<file path="config.mk">
export PLATFORM = sky130hd
export DESIGN_NAME = rr_record_top
export DESIGN_NICKNAME = d
export VERILOG_FILES = /design/src/verilog/rr_pkg.sv /design/src/verilog/rr_axil_recorder.sv /design/src/verilog/rr_csrs.sv /design/src/verilog/rr_log_merge.sv /design/src/verilog/rr_pipe.sv /design/src/verilog/rr_record_top.sv /design/src/verilog/rr_trace_fifo.sv
export SDC_FILE = /design/constraint.sdc
export NUM_CORES = 2
export LEC_CHECK = 0
export BUFFER_PORTS_ARGS = -buffer_cell sky130_fd_sc_hd__clkbuf_2
export CAP_MARGIN = 20
export CORE_MARGIN = 10
export CORE_UTILIZATION = 54
export CTS_CLUSTER_DIAMETER = 100
export DETAILED_ROUTE_END_ITERATION = 8
export GPL_TIMING_DRIVEN = 0
export PLACE_DENSITY = 0.76
export SLEW_MARGIN = 20
export SYNTH_ARGS = -nofsm -noshare
export SYNTH_HDL_FRONTEND = slang
export SYNTH_SLANG_ARGS = --single-unit
</file>
<file path="constraint.sdc">
create_clock -name i_clk -period 27.3 [get_ports i_clk]
set_input_delay 4.095 -clock i_clk [delete_from_list [all_inputs] [get_ports i_clk]]
set_output_delay 4.095 -clock i_clk [all_outputs]
set_load 0.01 [all_outputs]
</file>
<file path="src/verilog/rr_pkg.sv">
`default_nettype none

package rr_pkg;

  //////////////////////////////////////////////////////////////////////
  // Channel geometry
  //////////////////////////////////////////////////////////////////////
  localparam int RR_ADDR_W = 32;
  localparam int RR_DATA_W = 32;
  // Merge order, 0 is ocl and 1 is sda
  localparam int RR_NUM_CHAN = 2;

  // Shell side of an AXI-Lite channel
  typedef struct packed {
    logic                   awvalid;
    logic [RR_ADDR_W-1:0]   awaddr;
    logic                   wvalid;
    logic [RR_DATA_W-1:0]   wdata;
    logic [RR_DATA_W/8-1:0] wstrb;
    logic                   bready;
    logic                   arvalid;
    logic [RR_ADDR_W-1:0]   araddr;
    logic                   rready;
  } axil_req_t;

  // CL side of an AXI-Lite channel
  typedef struct packed {
    logic                 awready;
    logic                 wready;
    logic                 bvalid;
    logic [1:0]           bresp;
    logic                 arready;
    logic                 rvalid;
    logic [RR_DATA_W-1:0] rdata;
    logic [1:0]           rresp;
  } axil_rsp_t;

  //////////////////////////////////////////////////////////////////////
  // Log and trace types
  //////////////////////////////////////////////////////////////////////
  // One cycle of one channel, valid is the OR of the fire bits
  typedef struct packed {
    logic                 valid;
    logic                 aw_fire;
    logic                 w_fire;
    logic                 b_fire;
    logic                 ar_fire;
    logic                 r_fire;
    logic [RR_ADDR_W-1:0] awaddr;
    logic [RR_DATA_W-1:0] wdata;
    logic [RR_ADDR_W-1:0] araddr;
    logic [RR_DATA_W-1:0] rdata;
  } chan_log_t;

  // Entry index follows the merge order
  typedef struct packed {
    logic [RR_NUM_CHAN-1:0]       chan_valid;
    chan_log_t [RR_NUM_CHAN-1:0]  entry;
  } trace_word_t;

  // Bit 2 record_en, bits 1:0 channel mask
  typedef struct packed {
    logic                   record_en;
    logic [RR_NUM_CHAN-1:0] chan_mask;
  } mode_csr_t;

  //////////////////////////////////////////////////////////////////////
  // CSR address map
  //////////////////////////////////////////////////////////////////////
  localparam logic [RR_ADDR_W-1:0] CSR_MODE_ADDR   = 32'h0;
  localparam logic [RR_ADDR_W-1:0] CSR_STATUS_ADDR = 32'h4;
  localparam logic [RR_ADDR_W-1:0] CSR_WORDS_ADDR  = 32'h8;
  localparam logic [RR_ADDR_W-1:0] CSR_DROPS_ADDR  = 32'hC;

endpackage

`default_nettype wire

</file>
<file path="src/verilog/rr_axil_recorder.sv">
`timescale 1ns/1ps
`default_nettype none

module rr_axil_recorder
  import rr_pkg::*;
(
  input  wire        i_clk,
  input  wire        i_arst_n,
  // From the shell
  input  axil_req_t  i_req,
  // From the CL
  input  axil_rsp_t  i_rsp,
  // Toward the CL
  output axil_req_t  o_req,
  // Toward the shell
  output axil_rsp_t  o_rsp,
  // Registered log entry
  output chan_log_t  o_log
);

  logic      aw_fire;
  logic      w_fire;
  logic      b_fire;
  logic      ar_fire;
  logic      r_fire;
  chan_log_t log_d;

  //////////////////////////////////////////////////////////////////////
  // Pass-through
  //////////////////////////////////////////////////////////////////////
  // Zero latency in both directions
  assign o_req = i_req;
  assign o_rsp = i_rsp;

  //////////////////////////////////////////////////////////////////////
  // Handshake detection
  //////////////////////////////////////////////////////////////////////
  // Write address
  assign aw_fire = i_req.awvalid & i_rsp.awready;
  // Write data
  assign w_fire  = i_req.wvalid  & i_rsp.wready;
  // Write response, shell is the receiver
  assign b_fire  = i_rsp.bvalid  & i_req.bready;
  // Read address
  assign ar_fire = i_req.arvalid & i_rsp.arready;
  // Read data, shell is the receiver
  assign r_fire  = i_rsp.rvalid  & i_req.rready;

  always_comb begin
    log_d.aw_fire = aw_fire;
    log_d.w_fire  = w_fire;
    log_d.b_fire  = b_fire;
    log_d.ar_fire = ar_fire;
    log_d.r_fire  = r_fire;
    // Any handshake makes the cycle worth logging
    log_d.valid   = aw_fire | w_fire | b_fire | ar_fire | r_fire;
    // Payload as seen on the bus this cycle
    log_d.awaddr  = i_req.awaddr;
    log_d.wdata   = i_req.wdata;
    log_d.araddr  = i_req.araddr;
    log_d.rdata   = i_rsp.rdata;
  end

  // One stage, captured on the edge where the handshake fires
  rr_pipe #(
    .T      (chan_log_t),
    .STAGES (1)
  ) i_log_pipe (
    .i_clk    (i_clk),
    .i_arst_n (i_arst_n),
    .i_data   (log_d),
    .o_data   (o_log)
  );

endmodule

`default_nettype wire

</file>
<file path="src/verilog/rr_csrs.sv">
`timescale 1ns/1ps
`default_nettype none

module rr_csrs
  import rr_pkg::*;
(
  input  wire                  i_clk,
  input  wire                  i_arst_n,
  input  wire                  i_cfg_we,
  input  wire  [RR_ADDR_W-1:0] i_cfg_addr,
  input  wire  [RR_DATA_W-1:0] i_cfg_wdata,
  output logic [RR_DATA_W-1:0] o_cfg_rdata,
  // Per-word events from the trace FIFO
  input  wire                  i_accept,
  input  wire                  i_drop,
  output mode_csr_t            o_mode
);

  logic                 overflow_q;
  logic [RR_DATA_W-1:0] words_q;
  logic [RR_DATA_W-1:0] drops_q;
  logic                 wr_mode;
  logic                 wr_status;
  logic                 wr_words;
  logic                 wr_drops;

  // Address decode
  assign wr_mode   = i_cfg_we & (i_cfg_addr == CSR_MODE_ADDR);
  assign wr_status = i_cfg_we & (i_cfg_addr == CSR_STATUS_ADDR);
  assign wr_words  = i_cfg_we & (i_cfg_addr == CSR_WORDS_ADDR);
  assign wr_drops  = i_cfg_we & (i_cfg_addr == CSR_DROPS_ADDR);

  always_ff @(posedge i_clk or negedge i_arst_n) begin
    if (!i_arst_n) begin
      o_mode     <= '0;
      overflow_q <= 1'b0;
      words_q    <= '0;
      drops_q    <= '0;
    end else begin
      if (wr_mode) begin
        o_mode <= mode_csr_t'(i_cfg_wdata[$bits(mode_csr_t)-1:0]);
      end
      // Sticky, a new drop wins over a clear in the same cycle
      if (i_drop) begin
        overflow_q <= 1'b1;
      end else if (wr_status && i_cfg_wdata[0]) begin
        overflow_q <= 1'b0;
      end
      // Counters clear on any write
      if (wr_words) begin
        words_q <= '0;
      end else if (i_accept) begin
        words_q <= words_q + RR_DATA_W'(1);
      end
      if (wr_drops) begin
        drops_q <= '0;
      end else if (i_drop) begin
        drops_q <= drops_q + RR_DATA_W'(1);
      end
    end
  end

  // Combinational read, unmapped returns zero
  always_comb begin
    case (i_cfg_addr)
      CSR_MODE_ADDR:   o_cfg_rdata = RR_DATA_W'(o_mode);
      CSR_STATUS_ADDR: o_cfg_rdata = RR_DATA_W'(overflow_q);
      CSR_WORDS_ADDR:  o_cfg_rdata = words_q;
      CSR_DROPS_ADDR:  o_cfg_rdata = drops_q;
      default:         o_cfg_rdata = '0;
    endcase
  end

endmodule

`default_nettype wire

</file>
<file path="src/verilog/rr_log_merge.sv">
`timescale 1ns/1ps
`default_nettype none

module rr_log_merge
  import rr_pkg::*;
(
  input  wire          i_clk,
  input  wire          i_arst_n,
  input  chan_log_t    i_log_ocl,
  input  chan_log_t    i_log_sda,
  // Staged mode, same cycle for both channels
  input  mode_csr_t    i_mode,
  output logic         o_valid,
  output trace_word_t  o_word
);

  chan_log_t [RR_NUM_CHAN-1:0] chan_log;
  trace_word_t                 word_d;
  logic                        any_valid;

  // Pairwise join in merge order
  assign chan_log[0] = i_log_ocl;
  assign chan_log[1] = i_log_sda;

  // Record switch and channel mask
  always_comb begin
    for (int c = 0; c < RR_NUM_CHAN; c++) begin
      word_d.chan_valid[c] = chan_log[c].valid & i_mode.chan_mask[c] & i_mode.record_en;
      // Entry only carries data when its channel is recorded
      word_d.entry[c] = word_d.chan_valid[c] ? chan_log[c] : '0;
    end
  end

  assign any_valid = |word_d.chan_valid;

  always_ff @(posedge i_clk or negedge i_arst_n) begin
    if (!i_arst_n) begin
      o_valid <= 1'b0;
    end else begin
      o_valid <= any_valid;
    end
  end

  // Word register only loads on a recorded cycle
  always_ff @(posedge i_clk) begin
    if (any_valid) begin
      o_word <= word_d;
    end
  end

endmodule

`default_nettype wire

</file>
<file path="src/verilog/rr_pipe.sv">
`timescale 1ns/1ps
`default_nettype none

module rr_pipe #(
  parameter type T = logic [0:0],
  parameter int STAGES = 1
) (
  input  wire  i_clk,
  input  wire  i_arst_n,
  input  T     i_data,
  output T     o_data
);

  // Register chain, stage 0 takes the input
  T stage_q [STAGES];

  always_ff @(posedge i_clk or negedge i_arst_n) begin
    if (!i_arst_n) begin
      for (int s = 0; s < STAGES; s++) begin
        stage_q[s] <= '0;
      end
    end else begin
      stage_q[0] <= i_data;
      for (int s = 1; s < STAGES; s++) begin
        stage_q[s] <= stage_q[s-1];
      end
    end
  end

  assign o_data = stage_q[STAGES-1];

endmodule

`default_nettype wire

</file>
<file path="src/verilog/rr_record_top.sv">
`timescale 1ns/1ps
`default_nettype none

module rr_record_top
  import rr_pkg::*;
#(
  parameter int MODE_STAGES = 4,
  parameter int FIFO_DEPTH  = 8
) (
  input  wire                  i_clk,
  input  wire                  i_arst_n,
  // ocl channel
  input  axil_req_t            i_ocl_req,
  output axil_req_t            o_ocl_req,
  input  axil_rsp_t            i_ocl_rsp,
  output axil_rsp_t            o_ocl_rsp,
  // sda channel
  input  axil_req_t            i_sda_req,
  output axil_req_t            o_sda_req,
  input  axil_rsp_t            i_sda_rsp,
  output axil_rsp_t            o_sda_rsp,
  // Trace sink
  output logic                 o_trace_valid,
  output trace_word_t          o_trace_word,
  input  wire                  i_trace_ready,
  // CSR port
  input  wire                  i_cfg_we,
  input  wire  [RR_ADDR_W-1:0] i_cfg_addr,
  input  wire  [RR_DATA_W-1:0] i_cfg_wdata,
  output logic [RR_DATA_W-1:0] o_cfg_rdata
);

  chan_log_t   ocl_log;
  chan_log_t   sda_log;
  mode_csr_t   mode;
  // Mode as seen by the merge
  mode_csr_t   mode_q;
  logic        merge_valid;
  trace_word_t merge_word;
  logic        fifo_accept;
  logic        fifo_drop;

  //////////////////////////////////////////////////////////////////////
  // Channel recorders
  //////////////////////////////////////////////////////////////////////
  rr_axil_recorder i_ocl_recorder (
    .i_clk (i_clk), .i_arst_n (i_arst_n),
    .i_req (i_ocl_req), .i_rsp (i_ocl_rsp),
    .o_req (o_ocl_req), .o_rsp (o_ocl_rsp),
    .o_log (ocl_log)
  );

  rr_axil_recorder i_sda_recorder (
    .i_clk (i_clk), .i_arst_n (i_arst_n),
    .i_req (i_sda_req), .i_rsp (i_sda_rsp),
    .o_req (o_sda_req), .o_rsp (o_sda_rsp),
    .o_log (sda_log)
  );

  // Staged so both channels see a mode change together
  rr_pipe #(.T(mode_csr_t), .STAGES(MODE_STAGES)) i_mode_pipe (
    .i_clk (i_clk), .i_arst_n (i_arst_n),
    .i_data (mode), .o_data (mode_q)
  );

  //////////////////////////////////////////////////////////////////////
  // Merge, FIFO and CSRs
  //////////////////////////////////////////////////////////////////////
  rr_log_merge i_merge (
    .i_clk (i_clk), .i_arst_n (i_arst_n),
    .i_log_ocl (ocl_log), .i_log_sda (sda_log), .i_mode (mode_q),
    .o_valid (merge_valid), .o_word (merge_word)
  );

  rr_trace_fifo #(.FIFO_DEPTH(FIFO_DEPTH)) i_fifo (
    .i_clk (i_clk), .i_arst_n (i_arst_n),
    .i_valid (merge_valid), .i_word (merge_word),
    .o_trace_valid (o_trace_valid), .o_trace_word (o_trace_word),
    .i_trace_ready (i_trace_ready),
    .o_accept (fifo_accept), .o_drop (fifo_drop)
  );

  rr_csrs i_csrs (
    .i_clk (i_clk), .i_arst_n (i_arst_n),
    .i_cfg_we (i_cfg_we), .i_cfg_addr (i_cfg_addr),
    .i_cfg_wdata (i_cfg_wdata), .o_cfg_rdata (o_cfg_rdata),
    .i_accept (fifo_accept), .i_drop (fifo_drop),
    .o_mode (mode)
  );

endmodule

`default_nettype wire

</file>
<file path="src/verilog/rr_trace_fifo.sv">
`timescale 1ns/1ps
`default_nettype none

module rr_trace_fifo
  import rr_pkg::*;
#(
  parameter int FIFO_DEPTH = 8
) (
  input  wire          i_clk,
  input  wire          i_arst_n,
  input  wire          i_valid,
  input  trace_word_t  i_word,
  output logic         o_trace_valid,
  output trace_word_t  o_trace_word,
  input  wire          i_trace_ready,
  output logic         o_accept,
  output logic         o_drop
);

  localparam int PTR_W = (FIFO_DEPTH > 1) ? $clog2(FIFO_DEPTH) : 1;
  localparam int CNT_W = $clog2(FIFO_DEPTH + 1);

  trace_word_t      mem [FIFO_DEPTH];
  logic [PTR_W-1:0] wr_ptr;
  logic [PTR_W-1:0] rd_ptr;
  logic [PTR_W-1:0] rd_ptr_nxt;
  // Words held, including the one shown at the output
  logic [CNT_W-1:0] count;
  logic [CNT_W-1:0] count_left;
  logic             room;
  logic             pop;

  function automatic logic [PTR_W-1:0] ptr_inc(input logic [PTR_W-1:0] ptr);
    ptr_inc = (ptr == PTR_W'(FIFO_DEPTH - 1)) ? '0 : ptr + 1'b1;
  endfunction

  assign room       = (count != CNT_W'(FIFO_DEPTH));
  assign pop        = o_trace_valid & i_trace_ready;
  assign o_accept   = i_valid & room;
  // Full FIFO, the word is lost and the channels keep running
  assign o_drop     = i_valid & ~room;
  assign rd_ptr_nxt = pop ? ptr_inc(rd_ptr) : rd_ptr;
  // Words already in memory after this cycle's transfer
  assign count_left = count - CNT_W'(pop);

  //////////////////////////////////////////////////////////////////////
  // Pointers and occupancy
  //////////////////////////////////////////////////////////////////////
  always_ff @(posedge i_clk or negedge i_arst_n) begin
    if (!i_arst_n) begin
      wr_ptr        <= '0;
      rd_ptr        <= '0;
      count         <= '0;
      o_trace_valid <= 1'b0;
    end else begin
      if (o_accept) begin
        wr_ptr <= ptr_inc(wr_ptr);
      end
      rd_ptr <= rd_ptr_nxt;
      count  <= count_left + CNT_W'(o_accept);
      // Output register refills when empty or consumed
      if (!o_trace_valid || pop) begin
        o_trace_valid <= (count_left != '0);
      end
    end
  end

  //////////////////////////////////////////////////////////////////////
  // Storage and registered read
  //////////////////////////////////////////////////////////////////////
  always_ff @(posedge i_clk) begin
    if (o_accept) begin
      mem[wr_ptr] <= i_word;
    end
    // Holds steady while the sink stalls
    if (!o_trace_valid || pop) begin
      o_trace_word <= mem[rd_ptr_nxt];
    end
  end

endmodule

`default_nettype wire
</file>
==> metrics.md <==
| Metric | Value |
|---|---|
| Outcome | `complete, no violations` |
| Initial antenna violation count | `17` |
| Max Cap Viol | `0` |
| HPWL after DPL | `211.3 mm` |
| CTS Buf Count | `318` |
| CP max stage cell | `nor4_1` |
| Crit Path Class | `input port to output port` |
| Die height | `479.0 um` |
| CTS tree | `done` |
| Ys flop type | `edfxtp_1` |
| Drt total wl | `312.5 mm` |
| CTS max path bufs | `4` |
| Area leader, netlist | `edfxtp_1` |
| Final ANT Viol Nets | `0` |
| Final Cycle Share | `38.17%` |
| Starting Density | `54.29%` |
| Critical Path Most Common Cell | `clkbuf_2` |
| Post-DP Area | `125400 um^2` |
| Count leader, synth | `edfxtp_1` |
| Vias in the first global route | `69.73k` |
| Port Buf Inserts | `907` |
| Syn_area_per_cell | `15.34 um^2` |
| Maximum resistive drop on vdd | `0.06920 mV` |
| Post-layout nets | `9285` |
| Slew Limit Fails | `0` |
| Pleak | `44.22 nW` |
| Worst r2r src | `i_fifo.o_trace_valid` |
| Fmax | `95.96 MHz` |
| Routed vias | `69.04k` |
| DIE AREA | `229400 um^2` |
| DRC | `0` |
| Number of H-tree levels | `5` |
| Die Width | `479.0 um` |
| Initial DRT Pass Iterations | `6` |
| Clock Skews | `0.07319 ns` |
| Final hold slack | `0.3164 ns` |
| Post-synth design cell area | `113800 um^2` |
| Synth Instances | `7417` |
| Worst-path cell chain | `clkbuf_2, nor4_1, and4_1, nand3_1, clkbuf_1, buf_1, nor2_1, clkbuf_2` |
| Synth Register Bits | `3060` |
| Final min period | `10.42 ns` |
| Worst Path Max Fanout | `10` |
| Reg clk slew, reported paths | `0.06 ns` |
| Crit. End Element | `output port` |
| YS warnings | `0` |
| Post-synth ARST share | `11.76%` |
| Hold Fails Final Rpt | `0` |
| Io pins | `955` |
| Post-CTS setup buffers | `0` |
| Worst Hold Class | `register to register` |
| Synth top cells by count | `edfxtp_1, nand2_1, nand3_1` |
| Floorplan row count | `168` |
| Setup TNS | `0 ns` |
| Least-Margin Pin Slew | `1.149 ns` |
| DR vias/cell | `5.769` |
| Syn nets | `7787` |
| Cts hold-fix bufs | `0` |
| Total power | `14.15 mW` |
| RSZ-0062 raised after global routing | `false` |
| Post-synth EDFFs | `2700` |
| Core box area | `209600 um^2` |
| Share of post-route cells with drive strength above 1 | `22.01%` |
| Critical path launch point type | `input port` |
| Grt ovf | `0` |
| Yosys cell types | `45` |
| Synth area leaders | `edfxtp_1, dfrtp_1, nand2_1` |
| Worst EP arrival | `6.33 ns` |
| Initial DRC count | `8081` |
| Final instance area | `135400 um^2` |
| Clk_lat worst skew | `0.96 ns` |
| CP required | `23.20 ns` |
| Yosys top cell area share | `71.26%` |
| First-pass GRT wire length | `452.8 mm` |
| Total GRT Usage | `26.38%` |
| # setup viols final | `0` |
| CTS sink cnt | `3060` |
| Slew headroom | `23.37%` |
| Cell Pwr Density | `104.5 nW/um^2` |
| GP Congestion | `0.9397` |
| CTS-repair resized insts | `0` |
| Min-delay src | `i_mode_pipe.stage_q[4]` |
| Area added between synthesis and finish | `19.01%` |
| Worst setup path startpoint | `i_cfg_addr[29]` |
| Seq/Total Area, Yosys | `79.18%` |
| Largest stage delay, worst path | `0.53 ns` |
| CTS Root Cell | `clkbuf_16` |
| WL per Instance | `26.11 um` |
| Largest net degree at the start of global routing | `88` |
cell usage in the layout (no fill, tap or decap), drive strengths merged, types with 2 or more instances in the layout:
cell type  instances
dfrtp            360
nand3            567
and2             276
nand2           1651
clkinvlp           3
clkinv           108
o21ai              5
nand2b             4
nor3              30
nor4              21
nor2             115
bufinv            20
o32ai              2
nand4             19
xor2              12
and4               5
or4               10
or2                4
diode              8
clkbuf          1643
mux2i            302
nor2b              2
buf              629
a32o               2
inv               31
ha                10
a31oi              2
a21o               2
and3             282
mux2               4
xnor2             55
a32oi            270
edfxtp          2700
or4b               2
a21oi              3
layout make-up:
cell class	instances	area (um^2)
diodes	8	20.02
flip-flops and latches	3060	90090
repair buffers	1178	7963
plain buffers	674	3707
inverters	22	82.58
fillers	14100	74170
clock buffers	420	8766
clock inverters	140	1249
well taps	2805	3510
multi-input cells	3661	20020
critical path, delay by kind of cell:
kind / cells / cell delay [ns]
buffers and inverters: 4 / 0.84
AND/OR/NAND/NOR: 4 / 1.39
registers in the layout (all words and copies together) (netlist names), 9 cells and up:
name	cells
i_fifo.mem	2160
i_fifo.o_trace_word	270
i_merge.o_word	270
i_ocl_recorder.i_log_pipe.o_data	134
i_sda_recorder.i_log_pipe.o_data	134
i_csrs.drops_q	32
i_csrs.words_q	32
i_mode_pipe.stage_q	9
per-layer routing:
| layer | global-route usage, % | vias up | share of wire, % |
|---|---|---|---|
| met5 | 0 | - | 0 |
| met4 | 11.79 | 0 | 4.8 |
| met3 | 5.488 | 713 | 11 |
| met2 | 42.55 | 4331 | 48 |
| met1 | 34.81 | 34090 | 37 |
| li1 | - | 29910 | - |
path summary, 6_finish.rpt:
check | end | slack [ns] | cells after the start
max in group asynchronous | i_ocl_recorder.i_log_pipe.o_data[85] | 22.81 | 4
min | i_mode_pipe.o_data[1] | 0.32 | 0
max | o_cfg_rdata[23] | 16.88 | 8
min reg2reg | i_mode_pipe.o_data[1] | 0.32 | 0
min in group asynchronous | i_sda_recorder.i_log_pipe.o_data[71] | 3.00 | 1
max reg2reg | i_fifo.o_trace_word[223] | 22.61 | 11
through the flow:
stage / std cells / setup slack (ns) / util, %
detailed placement: 11400 / 16.96 / 59.82
finish: 11970 / 16.88 / 64.61
floorplan: 7417 / 6.742 / -
CTS: 11960 / 16.95 / 64.60
global route: 11970 / 16.86 / 64.61
global placement: 11130 / -12.22 / 58.13
logic make-up after synthesis:
| kind of cell | count (synthesis) | synth area share, % |
|---|---|---|
| DFF | 3060 | 79.18 |
| and+or+nand+nor | 2990 | 11.98 |
| buffers and inverters | 696 | 3.300 |
| muxes | 307 | 2.716 |
| AOI/OAI and AO/OA | 287 | 2.192 |
| xor gates and xnor gates | 67 | 0.5158 |
| adders and majority gates | 10 | 0.1100 |
report_power, final:
part	switching (mW)	internal [mW]	leakage [nW]	total, mW
sequential	0.157	5.39	20.2	5.54
combinational	3.12	1.30	19.1	4.42
clock	1.74	2.45	4.95	4.19
No activity file was read; power rests on OpenSTA's default activity.
